$ cat src/design/cart_pkg.sv
// Cartridge mapper shared definitions
package cart_pkg;

	// ****************************************
	// Widths and constants
	// ****************************************
	localparam int CPU_AW   = 16;                  // CPU address bus
	localparam int SDRAM_AW = 25;                  // Translated address
	localparam int BANK_W   = 7;                   // Up to 128 banks of 8K
	localparam int BANK_LSB = 13;                  // Bank number starts here
	localparam int BASE_W   = SDRAM_AW - BANK_LSB; // Bank part of the SDRAM address
	localparam int TIMER_W  = 16;

	// ROM bank 0 sits at 0x100000
	localparam logic [BASE_W-1:0]  ROM_BASE_BANK   = 12'd128;
	localparam logic [TIMER_W-1:0] FASTLOAD_CYCLES = 16'd16384; // Epyx discharge time

	typedef logic [CPU_AW-1:0]   cpu_addr_t;
	typedef logic [SDRAM_AW-1:0] sdram_addr_t;
	typedef logic [BANK_W-1:0]   bank_t;

	// ****************************************
	// Cartridge types and port modes
	// ****************************************
	typedef enum logic [15:0] {
		CART_GENERIC    = 16'd0,
		CART_SIMONS     = 16'd4,
		CART_OCEAN      = 16'd5,
		CART_EPYX       = 16'd10,
		CART_MAGIC_DESK = 16'd19
	} cart_type_e;

	// Encoded as {exrom, game}
	typedef enum logic [1:0] {
		MODE_16K     = 2'b00,
		MODE_8K      = 2'b01,
		MODE_ULTIMAX = 2'b10,
		MODE_OFF     = 2'b11
	} mem_mode_e;

	// ****************************************
	// Bus and config bundles
	// ****************************************
	typedef struct packed {
		logic      rom_l;     // ROML select
		logic      rom_h;     // ROMH select
		logic      ioe;       // $DExx page
		logic      iof;       // $DFxx page
		logic      mem_write;
		cpu_addr_t addr;
	} cpu_bus_t;

	// One-cycle access strobes
	typedef struct packed {
		logic ioe_wr;
		logic ioe_rd;
		logic iof_wr;
	} io_cycle_t;

	typedef struct packed {
		bank_t     bank_lo;   // Bank behind ROML
		bank_t     bank_hi;   // Bank behind ROMH
		mem_mode_e mode;
	} cart_cfg_t;

endpackage

$ cat src/design/io_strobe.sv
// IOE and IOF access strobes
module io_strobe import cart_pkg::*; (
	input  logic      clk32,
	input  logic      reset_n,
	input  cpu_bus_t  bus,
	output io_cycle_t strobes
);

	logic old_ioe;   // Page select seen last cycle
	logic old_iof;
	logic stb_ioe;
	logic stb_iof;

	always_ff @(posedge clk32) begin
		if (reset_n) begin
			// Treat the lines as already high so a held select is not an access
			old_ioe <= 1'b1;
			old_iof <= 1'b1;
		end else begin
			old_ioe <= bus.ioe;
			old_iof <= bus.iof;
		end
	end

	// First cycle of a select only
	assign stb_ioe = bus.ioe & ~old_ioe;
	assign stb_iof = bus.iof & ~old_iof;

	// Split by direction
	assign strobes.ioe_wr = stb_ioe & bus.mem_write;
	assign strobes.ioe_rd = stb_ioe & ~bus.mem_write;
	assign strobes.iof_wr = stb_iof & bus.mem_write;

endmodule

$ cat src/design/fastload_timer.sv
// Epyx Fastload discharge timer
module fastload_timer import cart_pkg::*; (
	input  logic clk32,
	input  logic reset_n,
	input  logic start,     // Epyx mapping active
	input  logic reload,    // Capacitor charged by an access
	output logic expired
);

	logic [TIMER_W-1:0] count;
	logic               running;   // Charged at least once

	// ****************************************
	// Down-counter
	// ****************************************
	always_ff @(posedge clk32) begin
		if (reset_n || !start) begin
			count   <= '0;
			running <= 1'b0;          // Idle until the first access
		end else if (reload) begin
			count   <= FASTLOAD_CYCLES;
			running <= 1'b1;
		end else if (running && (count != '0)) begin
			count   <= count - 1'b1;  // Holds at zero
		end
	end

	// Capacitor drained
	assign expired = running && (count == '0);

endmodule

$ cat src/design/mapper_control.sv
// Cartridge bank and mode control
module mapper_control import cart_pkg::*; (
	input  logic       clk32,
	input  logic       reset_n,
	input  cart_type_e cart_id,
	input  logic       cart_exrom,    // EXROM level from the CRT header
	input  logic       cart_game,     // GAME level from the CRT header
	input  io_cycle_t  strobes,
	input  cpu_bus_t   bus,
	input  logic       expired,
	output logic       timer_start,
	output logic       timer_reload,
	output cart_cfg_t  cfg
);

	cart_type_e old_id;      // Type seen last cycle
	logic       init_pend;   // Per-type initial values due
	logic       id_change;
	logic [7:0] data;        // CPU data byte

	assign id_change = (cart_id != old_id);

	// Register writes carry their value on the low address byte
	assign data = bus.addr[7:0];

	// ****************************************
	// Epyx timer control
	// ****************************************
	assign timer_start  = (cart_id == CART_EPYX) && !init_pend;
	assign timer_reload = (cart_id == CART_EPYX) && (bus.ioe || bus.rom_l);

	// ****************************************
	// Per-type registers
	// ****************************************
	always_ff @(posedge clk32) begin
		old_id    <= cart_id;
		init_pend <= 1'b0;

		if (reset_n || id_change) begin
			// Cartridge off the bus for one cycle
			init_pend   <= 1'b1;
			cfg.mode    <= MODE_OFF;
			cfg.bank_lo <= '0;
			cfg.bank_hi <= '0;
		end else begin
			case (cart_id)

				// Plain ROM, lines straight from the header
				CART_GENERIC: begin
					cfg.mode    <= mem_mode_e'({cart_exrom, cart_game});
					cfg.bank_lo <= '0;
					cfg.bank_hi <= 7'd1;
				end

				// Simons Basic
				// IOE read drops to 8K, IOE write back to 16K
				CART_SIMONS: begin
					if (init_pend) begin
						cfg.mode    <= MODE_16K;
						cfg.bank_lo <= '0;
						cfg.bank_hi <= 7'd1;
					end else if (strobes.ioe_wr) begin
						cfg.mode <= MODE_16K;
					end else if (strobes.ioe_rd) begin
						cfg.mode <= MODE_8K;
					end
				end

				// Ocean type 1, same bank mirrored at $8000 and $A000
				CART_OCEAN: begin
					cfg.mode <= MODE_16K;
					if (strobes.ioe_wr) begin
						cfg.bank_lo <= {1'b0, data[5:0]};
						cfg.bank_hi <= {1'b0, data[5:0]};
					end
				end

				// Epyx Fastload
				// Any ROML or IOE access recharges the capacitor
				CART_EPYX: begin
					cfg.bank_lo <= '0;
					if (init_pend || bus.ioe || bus.rom_l) begin
						cfg.mode <= MODE_8K;
					end else if (expired) begin
						cfg.mode <= MODE_OFF;      // Discharged, cart drops out
					end
				end

				// Magic Desk, up to 128 banks
				CART_MAGIC_DESK: begin
					if (init_pend) begin
						cfg.mode    <= MODE_8K;
						cfg.bank_lo <= '0;
					end else if (strobes.ioe_wr) begin
						cfg.bank_lo <= data[6:0];
						cfg.mode    <= data[7] ? MODE_OFF : MODE_8K; // Bit 7 hides the cart
					end
				end

				default: begin
					cfg.mode <= MODE_OFF;   // Unsupported type
				end

			endcase
		end
	end

endmodule

$ cat src/design/addr_translate.sv
// Port line decode and SDRAM address mapping
module addr_translate import cart_pkg::*; (
	input  cart_cfg_t   cfg,
	input  cpu_bus_t    bus,
	output logic        exrom,
	output logic        game,
	output logic        mem_write_out,
	output sdram_addr_t addr_out
);

	// SDRAM page of a ROM bank
	function automatic logic [BASE_W-1:0] rom_page(input bank_t bank);
		logic [BASE_W-1:0] wide;
		wide     = {{(BASE_W-BANK_W){1'b0}}, bank};
		rom_page = ROM_BASE_BANK + wide;
	endfunction

	// Mode encoding is the line pair itself
	assign {exrom, game} = cfg.mode;

	assign mem_write_out = bus.mem_write;

	// ****************************************
	// Address translation
	// ****************************************
	always_comb begin
		// Everything else goes through untouched
		addr_out = {{(SDRAM_AW-CPU_AW){1'b0}}, bus.addr};

		if (bus.rom_l && !bus.mem_write) begin
			addr_out[SDRAM_AW-1:BANK_LSB] = rom_page(cfg.bank_lo);  // $8000-$9FFF
		end else if (bus.rom_h && !bus.mem_write) begin
			addr_out[SDRAM_AW-1:BANK_LSB] = rom_page(cfg.bank_hi);  // $A000 or $E000
		end
	end

endmodule

$ cat src/design/cart_top.sv
// C64 cartridge mapper top level
module cart_top import cart_pkg::*; (
	input  logic        clk32,
	input  logic        reset_n,
	input  cpu_bus_t    bus,
	input  cart_type_e  cart_id,
	input  logic        cart_exrom,
	input  logic        cart_game,
	output logic        exrom,
	output logic        game,
	output logic        mem_write_out,
	output sdram_addr_t addr_out
);

	io_cycle_t strobes;
	cart_cfg_t cfg;
	logic      timer_start;
	logic      timer_reload;
	logic      expired;

	io_strobe u_io_strobe (
		.clk32   (clk32),
		.reset_n (reset_n),
		.bus     (bus),
		.strobes (strobes)
	);

	mapper_control u_mapper_control (
		.clk32        (clk32),
		.reset_n      (reset_n),
		.cart_id      (cart_id),
		.cart_exrom   (cart_exrom),
		.cart_game    (cart_game),
		.strobes      (strobes),
		.bus          (bus),
		.expired      (expired),
		.timer_start  (timer_start),
		.timer_reload (timer_reload),
		.cfg          (cfg)
	);

	fastload_timer u_fastload_timer (
		.clk32   (clk32),
		.reset_n (reset_n),
		.start   (timer_start),
		.reload  (timer_reload),
		.expired (expired)
	);

	addr_translate u_addr_translate (
		.cfg           (cfg),
		.bus           (bus),
		.exrom         (exrom),
		.game          (game),
		.mem_write_out (mem_write_out),
		.addr_out      (addr_out)
	);

endmodule

$ cat config.mk
export PLATFORM = sky130hd
export DESIGN_NAME = cart_top
export DESIGN_NICKNAME = d
export VERILOG_FILES = /design/src/design/cart_pkg.sv /design/src/design/io_strobe.sv /design/src/design/fastload_timer.sv /design/src/design/mapper_control.sv /design/src/design/addr_translate.sv /design/src/design/cart_top.sv
export SDC_FILE = /design/constraint.sdc
export NUM_CORES = 1
export LEC_CHECK = 0
export BUFFER_PORTS_ARGS = -buffer_cell sky130_fd_sc_hd__buf_2
export CAP_MARGIN = 20
export CORE_MARGIN = 3
export CORE_UTILIZATION = 40
export CTS_CLUSTER_SIZE = 28
export DETAILED_ROUTE_END_ITERATION = 8
export PLACE_DENSITY = 0.66
export SLEW_MARGIN = 20
export SYNTH_ARGS = -nofsm -noshare
export SYNTH_HDL_FRONTEND = slang
export SYNTH_SLANG_ARGS = --single-unit
$ cat constraint.sdc
create_clock -name clk32 -period 2.1 [get_ports clk32]
set_input_delay 0 -clock clk32 [delete_from_list [all_inputs] [get_ports clk32]]
set_output_delay 0 -clock clk32 [all_outputs]
set_load 0.1 [all_outputs]
# --- Word level (Yosys, flattened, before mapping) ---
# Cells that the tools add are included.
word_totals:
  romBits: 0
  ramBits: 0
  memories: 0
  latch_bits: 0
  ff_bits: 51
  inputBits: 41
classes:
  reduce_logical: 25
  magnitude_cmp: 0
  shift: 0
  mux: 20
  n_addsub: 3
  div: 0
  bitwise: 5
  n_mul: 0
  n_eq_ne: 10
op_table:
  columns: ["cell", "n"]
  rows:
  - ["$eq 16x3->1 const B", 2]
  - ["$logic_not 16->1", 2]
  - ["$mux 15", 2]
  - ["$mux 14", 2]
  - ["$pmux 7 s4", 1]
  - ["$mux 12", 2]
  - ["$pmux 7 s3", 1]
  - ["$add 8x7->9 const A", 2]
  - ["$eq 16x4->1 const B", 1]
  - ["$eq 16x5->1 const B", 1]
  - ["$mux 2", 8]
  - ["$ne 16x16->1", 1]
  - ["$reduce_bool 16->1", 1]
  - ["$sub 16x1->16 const B", 1]
  - ["$mux 7", 2]
  - ["$pmux 2 s5", 1]
  - ["$logic_and 1x1->1", 6]
  - ["$reduce_and 3->1", 2]
  - ["$logic_or 1x1->1", 5]
  - ["$ne 4x3->1 const B", 1]
  - ["$reduce_and 4->1", 1]
  - ["$reduce_bool 4->1", 1]
  - ["$reduce_or 2->1", 2]
  - ["$and 1x1->1", 3]
  - ["9 further kinds", 12]

# --- Longest topological paths before layout ---
# Gate-level depths: netlist of run 1.
depth:
  depth_word: 7
  ltp_mapped: 8
  mapped_depth_nobuf: 8

# --- Cells and area by module ---
# Synthesis of run 1 repeated with hierarchy kept, for this count alone.
unflattened:
  hier_cells: 307
  hier_area_um2: 2663.8
modules_own_cells:
  columns: ["mod", "area_per_inst_um2", "instances", "seq_area_each_um2", "cells_per_inst"]
  rows:
  - ["mapper_control", 1325.0, 1, 640.6, 135]
  - ["fastload_timer", 924.6, 1, 340.3, 114]
  - ["addr_translate", 331.6, 1, 0.0, 51]
  - ["io_strobe", 82.6, 1, 40.0, 7]

# --- Worst setup path before layout of run 1 ---
# No wires, ideal clock.
synth_timing:
  path_type: "register to output"
  start: "register u_mapper_control.cfg[9] (netlist name)"
  end: "output port addr_out[13]"
  required_ns: 2.100
  arrival_time_ns: 2.498
  slack_ns: -0.398
  stages_incl_launch_ff: 3
  path_cell_list: "dfxtp_1 -> a22oi_1 -> o21ai_0"
synth_between:
  elab_chain_cells: 2
synth_lines:
  columns: ["element", "line", "text"]
  rows:
  - ["$add 8x7->9", "addr_translate.sv:15", "rom_page = ROM_BASE_BANK + wide;"]
  - ["$mux 12", "addr_translate.sv:30", "if (bus.rom_l && !bus.mem_write) begin"]
  - ["end: declaration", "cart_top.sv:12", "output sdram_addr_t addr_out"]
# No other way between the ends.

# --- Worst setup path after layout of run 1 ---
layout_timing:
  start: "input port cart_id[6]"
  end: "register u_mapper_control.cfg[14] (netlist name)"
layout_between:
  elab_chain_cells: 4
  word_cells_on_any_way: 14
  cone_classes: "eq/ne: 8; mux: 1; reduce/logical: 5"
layout_lines:
  columns: ["element", "line", "text"]
  rows:
  - ["start: declaration", "cart_top.sv:6", "input cart_type_e cart_id,"]
  - ["$eq 16x4->1 / $logic_not 16->1 (equally long branches)", "mapper_control.sv:46", "case (cart_id)"]
  - ["$reduce_or 2->1 (no line)", null, null]
  - ["$reduce_bool 4->1 (no line)", null, null]
  - ["$reduce_and 4->1 (no line)", null, null]
# Several ways; a longest one is shown, not always the timed one.
# A chain may end at the register's enable or synchronous reset.

==> results of run 1 <==
==> area by class of cell <==
cell class / instances / share of cell area [%]
Sequential cell: 50 / 31.7
Clock buffer: 6 / 2.30
Multi-Input combinational cell: 205 / 41.6
Timing Repair Buffer: 92 / 19.6
Inverter: 6 / 0.712
Tap cell: 75 / 2.97
Clock inverter: 2 / 1.19
==> sequential cells by signal (all words and copies together) (netlist names) <==
register                    flops
u_io_strobe.old_ioe             1
u_mapper_control.old_id        16
u_fastload_timer.running        1
u_mapper_control.init_pend      1
u_fastload_timer.count         16
u_mapper_control.cfg           15
==> power groups by stage <==
| stage | registers [W] | clock network, W | logic, W |
|---|---|---|---|
| after floorplan | 0.000993 | 0 | 0.000258 |
| after global placement | 0.000994 | 0 | 0.000272 |
| after detailed placement | 0.000994 | 0 | 0.000274 |
| after CTS | 0.000972 | 0.000686 | 0.000310 |
| after global routing | 0.000973 | 0.000727 | 0.000334 |
| final | 0.000972 | 0.000671 | 0.000313 |
==> metal layers <==
metal	up-vias	part of all wire, %
met5	-	0
met4	0	2.9
met3	18	4.8
met2	66	49
met1	1021	44
li1	1124	-
==> cells by family (layout without fill, tap and decap cells) <==
kind of cell,count (synthesis),in the layout
compound gates,47,47
xor+xnor,27,27
fa+ha+maj,1,1
buf+inv,33,106
simple gates,126,126
flops,50,50
other cells,1,4
==> repair_timing <==
action	4_1_cts	5_1_grt
hold endpoints to repair	30	0
hold buffers	25	0
buffers inserted	0	4
endpoints found under the setup margin	0	22
gates resized for setup	0	4
==> worst max-delay path by stage <==
stage / startpoint / to / slack (ns)
final: cart_id[6] / u_mapper_control.cfg[14] / 0.07
after global routing: cart_id[15] / u_mapper_control.cfg[9] / -0.02
after global placement: cart_id[8] / u_fastload_timer.count[8] / 0.19
after detailed placement: cart_id[8] / u_fastload_timer.count[7] / 0.18
after floorplan: u_fastload_timer.count[0] / u_fastload_timer.count[8] / 0.20
after CTS: cart_id[6] / u_mapper_control.cfg[4] / 0.01
==> layout by cell type, fill, tap and decap left out, drive strengths merged, types with 11 or more instances in the layout <==
master        n
a21oi        16
buf          67
dfxtp        50
dlygate4sd3  25
nand2        21
nand3        14
nor2         34
nor3         12
xnor2        11
xor2         16
==> through the flow <==
step	setup TNS (ns)	instance area, um^2	hold WS (ns)
after CTS	0	3110	0.00118
final	0	3160	0.0000385
after detailed placement	0	2750	0.00118
after global placement	0	2750	0.00118
after global routing	-0.0857	3160	0.000164
after floorplan	0	2490	0.0277
==> results.ini, run 1 <==
[worst_hold_path]
hp-class=input pin to output pin
min_path_cells=0
hold_end=addr_out[10]
worst_hold_startpoint=bus[10]

[global_route]
vias_in_the_first_global_route=2087
grtUsageMet2_pct=27.7
grt_start_max_net_pins=17
top_usage_layer=met2
globalRouteMet1Util_pct=20.6
wire_length_of_the_first_global_routing_pass_um=9760
met3_usage_pct=3.53
overflow=0
grt.total_usage_pct=16.5
grt_antenna_before_repair=0

[route]
drtPass1Iterations=4
wl_um=5790
vias_per_inst=5.11
post_drt_wl_per_cell_um=13.3
final_ant_viol_nets=0
detailed_route_via_count=2229
detail_route.drc_violations=0
detailedRoute.firstIterationViolations=62

[setup_path]
worstSetupPathDepth=9
reg2regPathDepth=8
worst_ep_required_time_ns=2.29
crit_chain=dlygate4sd3_1, buf_2, nor4_4, buf_4, nand4b_1, a21o_1, a211o_1, nand2_1, a21oi_1
timing.rr.start=u_fastload_timer.count[0]
critical_path_class=input pin to flop
critical_path_maximum_fanout=7
critPathBufInv=3
crit_arrival_ns=2.22
cp-end-kind=flop
cp_slowest_cell=sky130_fd_sc_hd__dlygate4sd3_1
crit_path_max_cell_delay_ns=0.53
start_kind=input pin
rr_endpoint=u_fastload_timer.count[8]
reg2reg_slack_ns=0.16
worst_path_dominant_cell_family=buffers and inverters

[logic_synthesis]
area_share_of_the_leading_cell_type_in_the_synthesized_netlist_pct=40.4
synth-compound-area-share_pct=13.0
yosysTopAreaCell=sky130_fd_sc_hd__dfxtp_1
ys_ff_latch=50
number_of_flops_mapped_to_enable_cells_by_yosys=0
synth_adder_area_share_pct=0.505
share_of_cell_area_taken_by_muxes_after_synthesis_pct=0
ys_async_sr_fraction_pct=0
synth_sequential_area_ratio_pct=40.4
synth-simple-area-share_pct=28.6
yosys.cell_count.top_type=sky130_fd_sc_hd__dfxtp_1
synthDistinctLibCells=43
postSynthCellCount=285
synth-warning-count=0
ys_dominant_reg_cell=sky130_fd_sc_hd__dfxtp_1
synth_common_cells=sky130_fd_sc_hd__dfxtp_1 (50), sky130_fd_sc_hd__nor2_1 (34), sky130_fd_sc_hd__nand2_1 (21)
synth_area_um2=2480
ys_top_cells_by_area=sky130_fd_sc_hd__dfxtp_1 (40%), sky130_fd_sc_hd__xor2_1 (5.7%), sky130_fd_sc_hd__buf_4 (5.5%), sky130_fd_sc_hd__nor2_1 (5.2%), sky130_fd_sc_hd__xnor2_1 (3.9%)
main_combinational_cell_family_by_area_after_synthesis=simple AND/OR/NAND/NOR gates
yosys.area_share.xor_xnor_pct=9.55
postSynthAreaPerCell_um2=8.69

[cts]
tritoncts_num_sinks=50
clock_insertion_delay_worst_skew_ns=0.30
tritoncts=yes
cts.root.buffer_cell=sky130_fd_sc_hd__clkbuf_8
cts_made_buffers=5
clk_path_buf_depth=2
worst_setup_hold_path_clk_slew_ns=0.08
ctsHtreeMaxLevel=2

[floorplanning]
row_count=28
dieHeight_um=84.7
die-area_um2=7170
initial_core_utilization_pct=41.6
core_area_um2=5960
io_pins=69
die-width_um=84.7

[power]
power_report.internal_total_w=0.00142
clkPwrFrac_pct=34.3
switchingPower_w=0.000541
post-layout-total-power_w=0.00196
p_per_area_nw_per_um2=619
power.static_leakage_nw=1.22
power_frac_comb_pct=16.0
vdd_drop_max_v=0.000345
netSwitchingFraction_pct=27.7
sequentialPowerShare_pct=49.7

[status]
status=finished clean

[layout]
drive_above_1_share_pct=24.9
multiInputGateArea_um2=1310
final_cells=436
final-seq-area_um2=1000
utilization_pct=53.1
area_delta_synth_final_pct=27.6
finalNetCount=402
nFillCells=561
n_antenna_cell=0

[place]
placement.setup.worst_slack_ns=0.180
globalplace.congestion=0.811
hpwlAfterDp_um=4040
dpl.cell_count=399
place.port_buffers=53

[sta]
final.min_clock_period_ns=2.03
timing.final.crit_share_pct=96.8
hold_violations=0
finalSetupViolations=0
clock_skew_ns=0.00693
max_freq_ghz=0.492
slew_violations=0
layout_setup_ws_ns=0.0673

[run]
maxCapViolCount=0

(Power assumes the default switching activity.)
==> run 2: changes to the inputs <==
Settings changed: BUFFER_PORTS_ARGS -buffer_cell sky130_fd_sc_hd__buf_2 to not set, DONT_BUFFER_PORTS set to 1, PLACE_DENSITY 0.66 to not set.
==> results.ini, run 2 (same netlist as run 1, synthesis figures left out) <==
[status]
status=finished clean  ; unchanged

[layout]
mostFrequentLayoutCells=sky130_fd_sc_hd__dfxtp_1 (50), sky130_fd_sc_hd__nor2_1 (31), sky130_fd_sc_hd__dlygate4sd3_1 (29)  ; was sky130_fd_sc_hd__buf_2 (53), sky130_fd_sc_hd__dfxtp_1 (50), sky130_fd_sc_hd__nor2_1 (34)
drive_above_1_share_pct=15.4  ; was 24.9%
layout_commonest_cell=sky130_fd_sc_hd__dfxtp_1  ; was sky130_fd_sc_hd__buf_2
area_delta_synth_final_pct=21.2  ; was 27.6%
largestRegisters=u_fastload_timer.count (16), u_mapper_control.old_id (16), u_mapper_control.cfg (15)  ; unchanged
n_antenna_cell=0  ; unchanged
final_cells=394  ; was 436
finalNetCount=360  ; was 402
nFillCells=573  ; was 561

[setup_path]
critical_path_maximum_fanout=6  ; was 7
critical_path_class=input pin to flop  ; unchanged
start_kind=input pin  ; unchanged
cp-end-kind=flop  ; unchanged
worst_ep_required_time_ns=2.30  ; was 2.29 ns
crit_arrival_ns=2.18  ; was 2.22 ns

[sta]
timing.setup.tns_ns=0  ; unchanged
hold_violations=0  ; unchanged
finalSetupViolations=0  ; unchanged
max_freq_ghz=0.504  ; was 0.492 GHz
slew_violations=0  ; unchanged
slew_headroom_pct=45.3
timing.final.crit_share_pct=94.4  ; was 96.8%
tightestPinTransition_ns=0.820
final.min_clock_period_ns=1.98  ; was 2.03 ns
clock_skew_ns=0.0102  ; was 0.00693 ns
grt_setup_unrepaired=false

[floorplanning]
io_pins=69  ; unchanged
initial_core_utilization_pct=41.6  ; unchanged
core_area_um2=5960  ; unchanged
die-area_um2=7170  ; unchanged
dieHeight_um=84.7  ; unchanged
die-width_um=84.7  ; unchanged
row_count=28  ; unchanged

[route]
detail_route.drc_violations=0  ; unchanged
post_drt_wl_per_cell_um=14.0  ; was 13.3 um
wl_um=5500  ; was 5790 um
final_ant_viol_nets=0  ; unchanged
drtPass1Iterations=4  ; unchanged
detailed_route_via_count=2086  ; was 2229
vias_per_inst=5.29  ; was 5.11
detailedRoute.firstIterationViolations=88  ; was 62

[global_route]
overflow=0  ; unchanged
grt_start_max_net_pins=17  ; unchanged
wire_length_of_the_first_global_routing_pass_um=9410  ; was 9760 um
met3_usage_pct=4.02  ; was 3.53%
globalRouteMet1Util_pct=20.2  ; was 20.6%
vias_in_the_first_global_route=2012  ; was 2087
grtUsageMet2_pct=26.8  ; was 27.7%
grt.total_usage_pct=15.9  ; was 16.5%
top_usage_layer=met2  ; unchanged
grt_antenna_before_repair=0  ; unchanged

[power]
p_per_area_nw_per_um2=593  ; was 619 nW/um^2
clkPwrFrac_pct=35.2  ; was 34.3%
power_frac_comb_pct=10.3  ; was 16.0%
vdd_drop_max_v=0.000365  ; was 0.000345 V
sequentialPowerShare_pct=54.6  ; was 49.7%
power_report.internal_total_w=0.00134  ; was 0.00142 W
power.static_leakage_nw=1.07  ; was 1.22 nW
switchingPower_w=0.000441  ; was 0.000541 W
netSwitchingFraction_pct=24.8  ; was 27.7%

[cts]
cts_made_buffers=5  ; unchanged
tritoncts=yes  ; unchanged
worst_setup_hold_path_clk_slew_ns=0.09  ; was 0.08 ns
clk_path_buf_depth=2  ; unchanged
ctsHtreeMaxLevel=2  ; unchanged
clock_insertion_delay_worst_skew_ns=0.30  ; about the same
tritoncts_num_sinks=50  ; unchanged
cts.root.buffer_cell=sky130_fd_sc_hd__clkbuf_8  ; unchanged

[worst_hold_path]
hp-class=input pin to output pin  ; unchanged

[run]
maxCapViolCount=0  ; unchanged

[place]
place.port_buffers=0  ; was 53
globalplace.congestion=0.832  ; was 0.811
hpwlAfterDp_um=3880  ; was 4040 um
dpl.cell_count=355  ; was 399

run 2: critical path, cell delays in order:
cell                            delay, ns
sky130_fd_sc_hd__dlygate4sd3_1       0.59
sky130_fd_sc_hd__nor4_4              0.27
sky130_fd_sc_hd__buf_4               0.19
sky130_fd_sc_hd__nand3b_4            0.12
sky130_fd_sc_hd__nor4b_4             0.28
sky130_fd_sc_hd__or3b_4              0.46
sky130_fd_sc_hd__a22oi_1             0.20
sky130_fd_sc_hd__nor2_1              0.06
run 2: power by group through the flow:
stage	logic (W)	registers, W	clock network, W
2_1_floorplan	0.000258	0.000993	0
3_3_place_gp	0.000133	0.000994	0
3_5_place_dp	0.000133	0.000994	0
4_1_cts	0.000182	0.000972	0.000642
5_1_grt	0.000195	0.000974	0.000673
6_report	0.000183	0.000972	0.000626
run 2: final timing paths:
path                                           startpoint                        end  slack (ns)  depth (start not counted)
worst max-delay path                           cart_id[9]    u_mapper_control.cfg[7]        0.12                          8
worst min-delay path                               bus[7]                addr_out[7]     0.00004                          0
worst max register to register  u_fastload_timer.count[0]  u_fastload_timer.count[8]        0.26                          8
worst min register to register   u_mapper_control.cfg[14]   u_mapper_control.cfg[14]        0.46                          2
run 2: final cells by class:
type / instances / area (um^2) / share of cell area [%]
Clock buffer: 7 / 96.3 / 3.21
Clock inverter: 1 / 8.76 / 0.292
Inverter: 6 / 22.5 / 0.750
Multi-Input combinational cell: 205 / 1330 / 44.4
Sequential cell: 50 / 1000 / 33.3
Tap cell: 75 / 93.8 / 3.13
Timing Repair Buffer: 50 / 448 / 14.9
run 2: metrics by stage:
step           hold slack (ns)  instance area (um^2)  setup WS (ns)  utilization (%)  power (W)
2_1_floorplan           0.0277                  2490          0.199                -    0.00125
3_3_place_gp          0.000681                  2570          0.239             43.2    0.00113
3_5_place_dp          0.000681                  2570          0.179             43.2    0.00113
4_1_cts               0.000681                  2970         0.0210             49.8    0.00180
5_1_grt              0.0000926                  3000         0.0149             50.4    0.00184
6_report             0.0000391                  3000          0.118             50.4    0.00178
run 2: timing repair:
action	in CTS	in global routing
setup buffers	0	2
hold endpoints to repair	34	0
resized for setup	0	3
endpoints found under the setup margin	0	17
hold buffers	29	0
run 2: layer usage:
layer / part of all wire (%) / wire, um
met5: 0 / 0
met4: 0.93 / 51
met3: 4.3 / 236
met2: 50 / 2770
met1: 45 / 2450
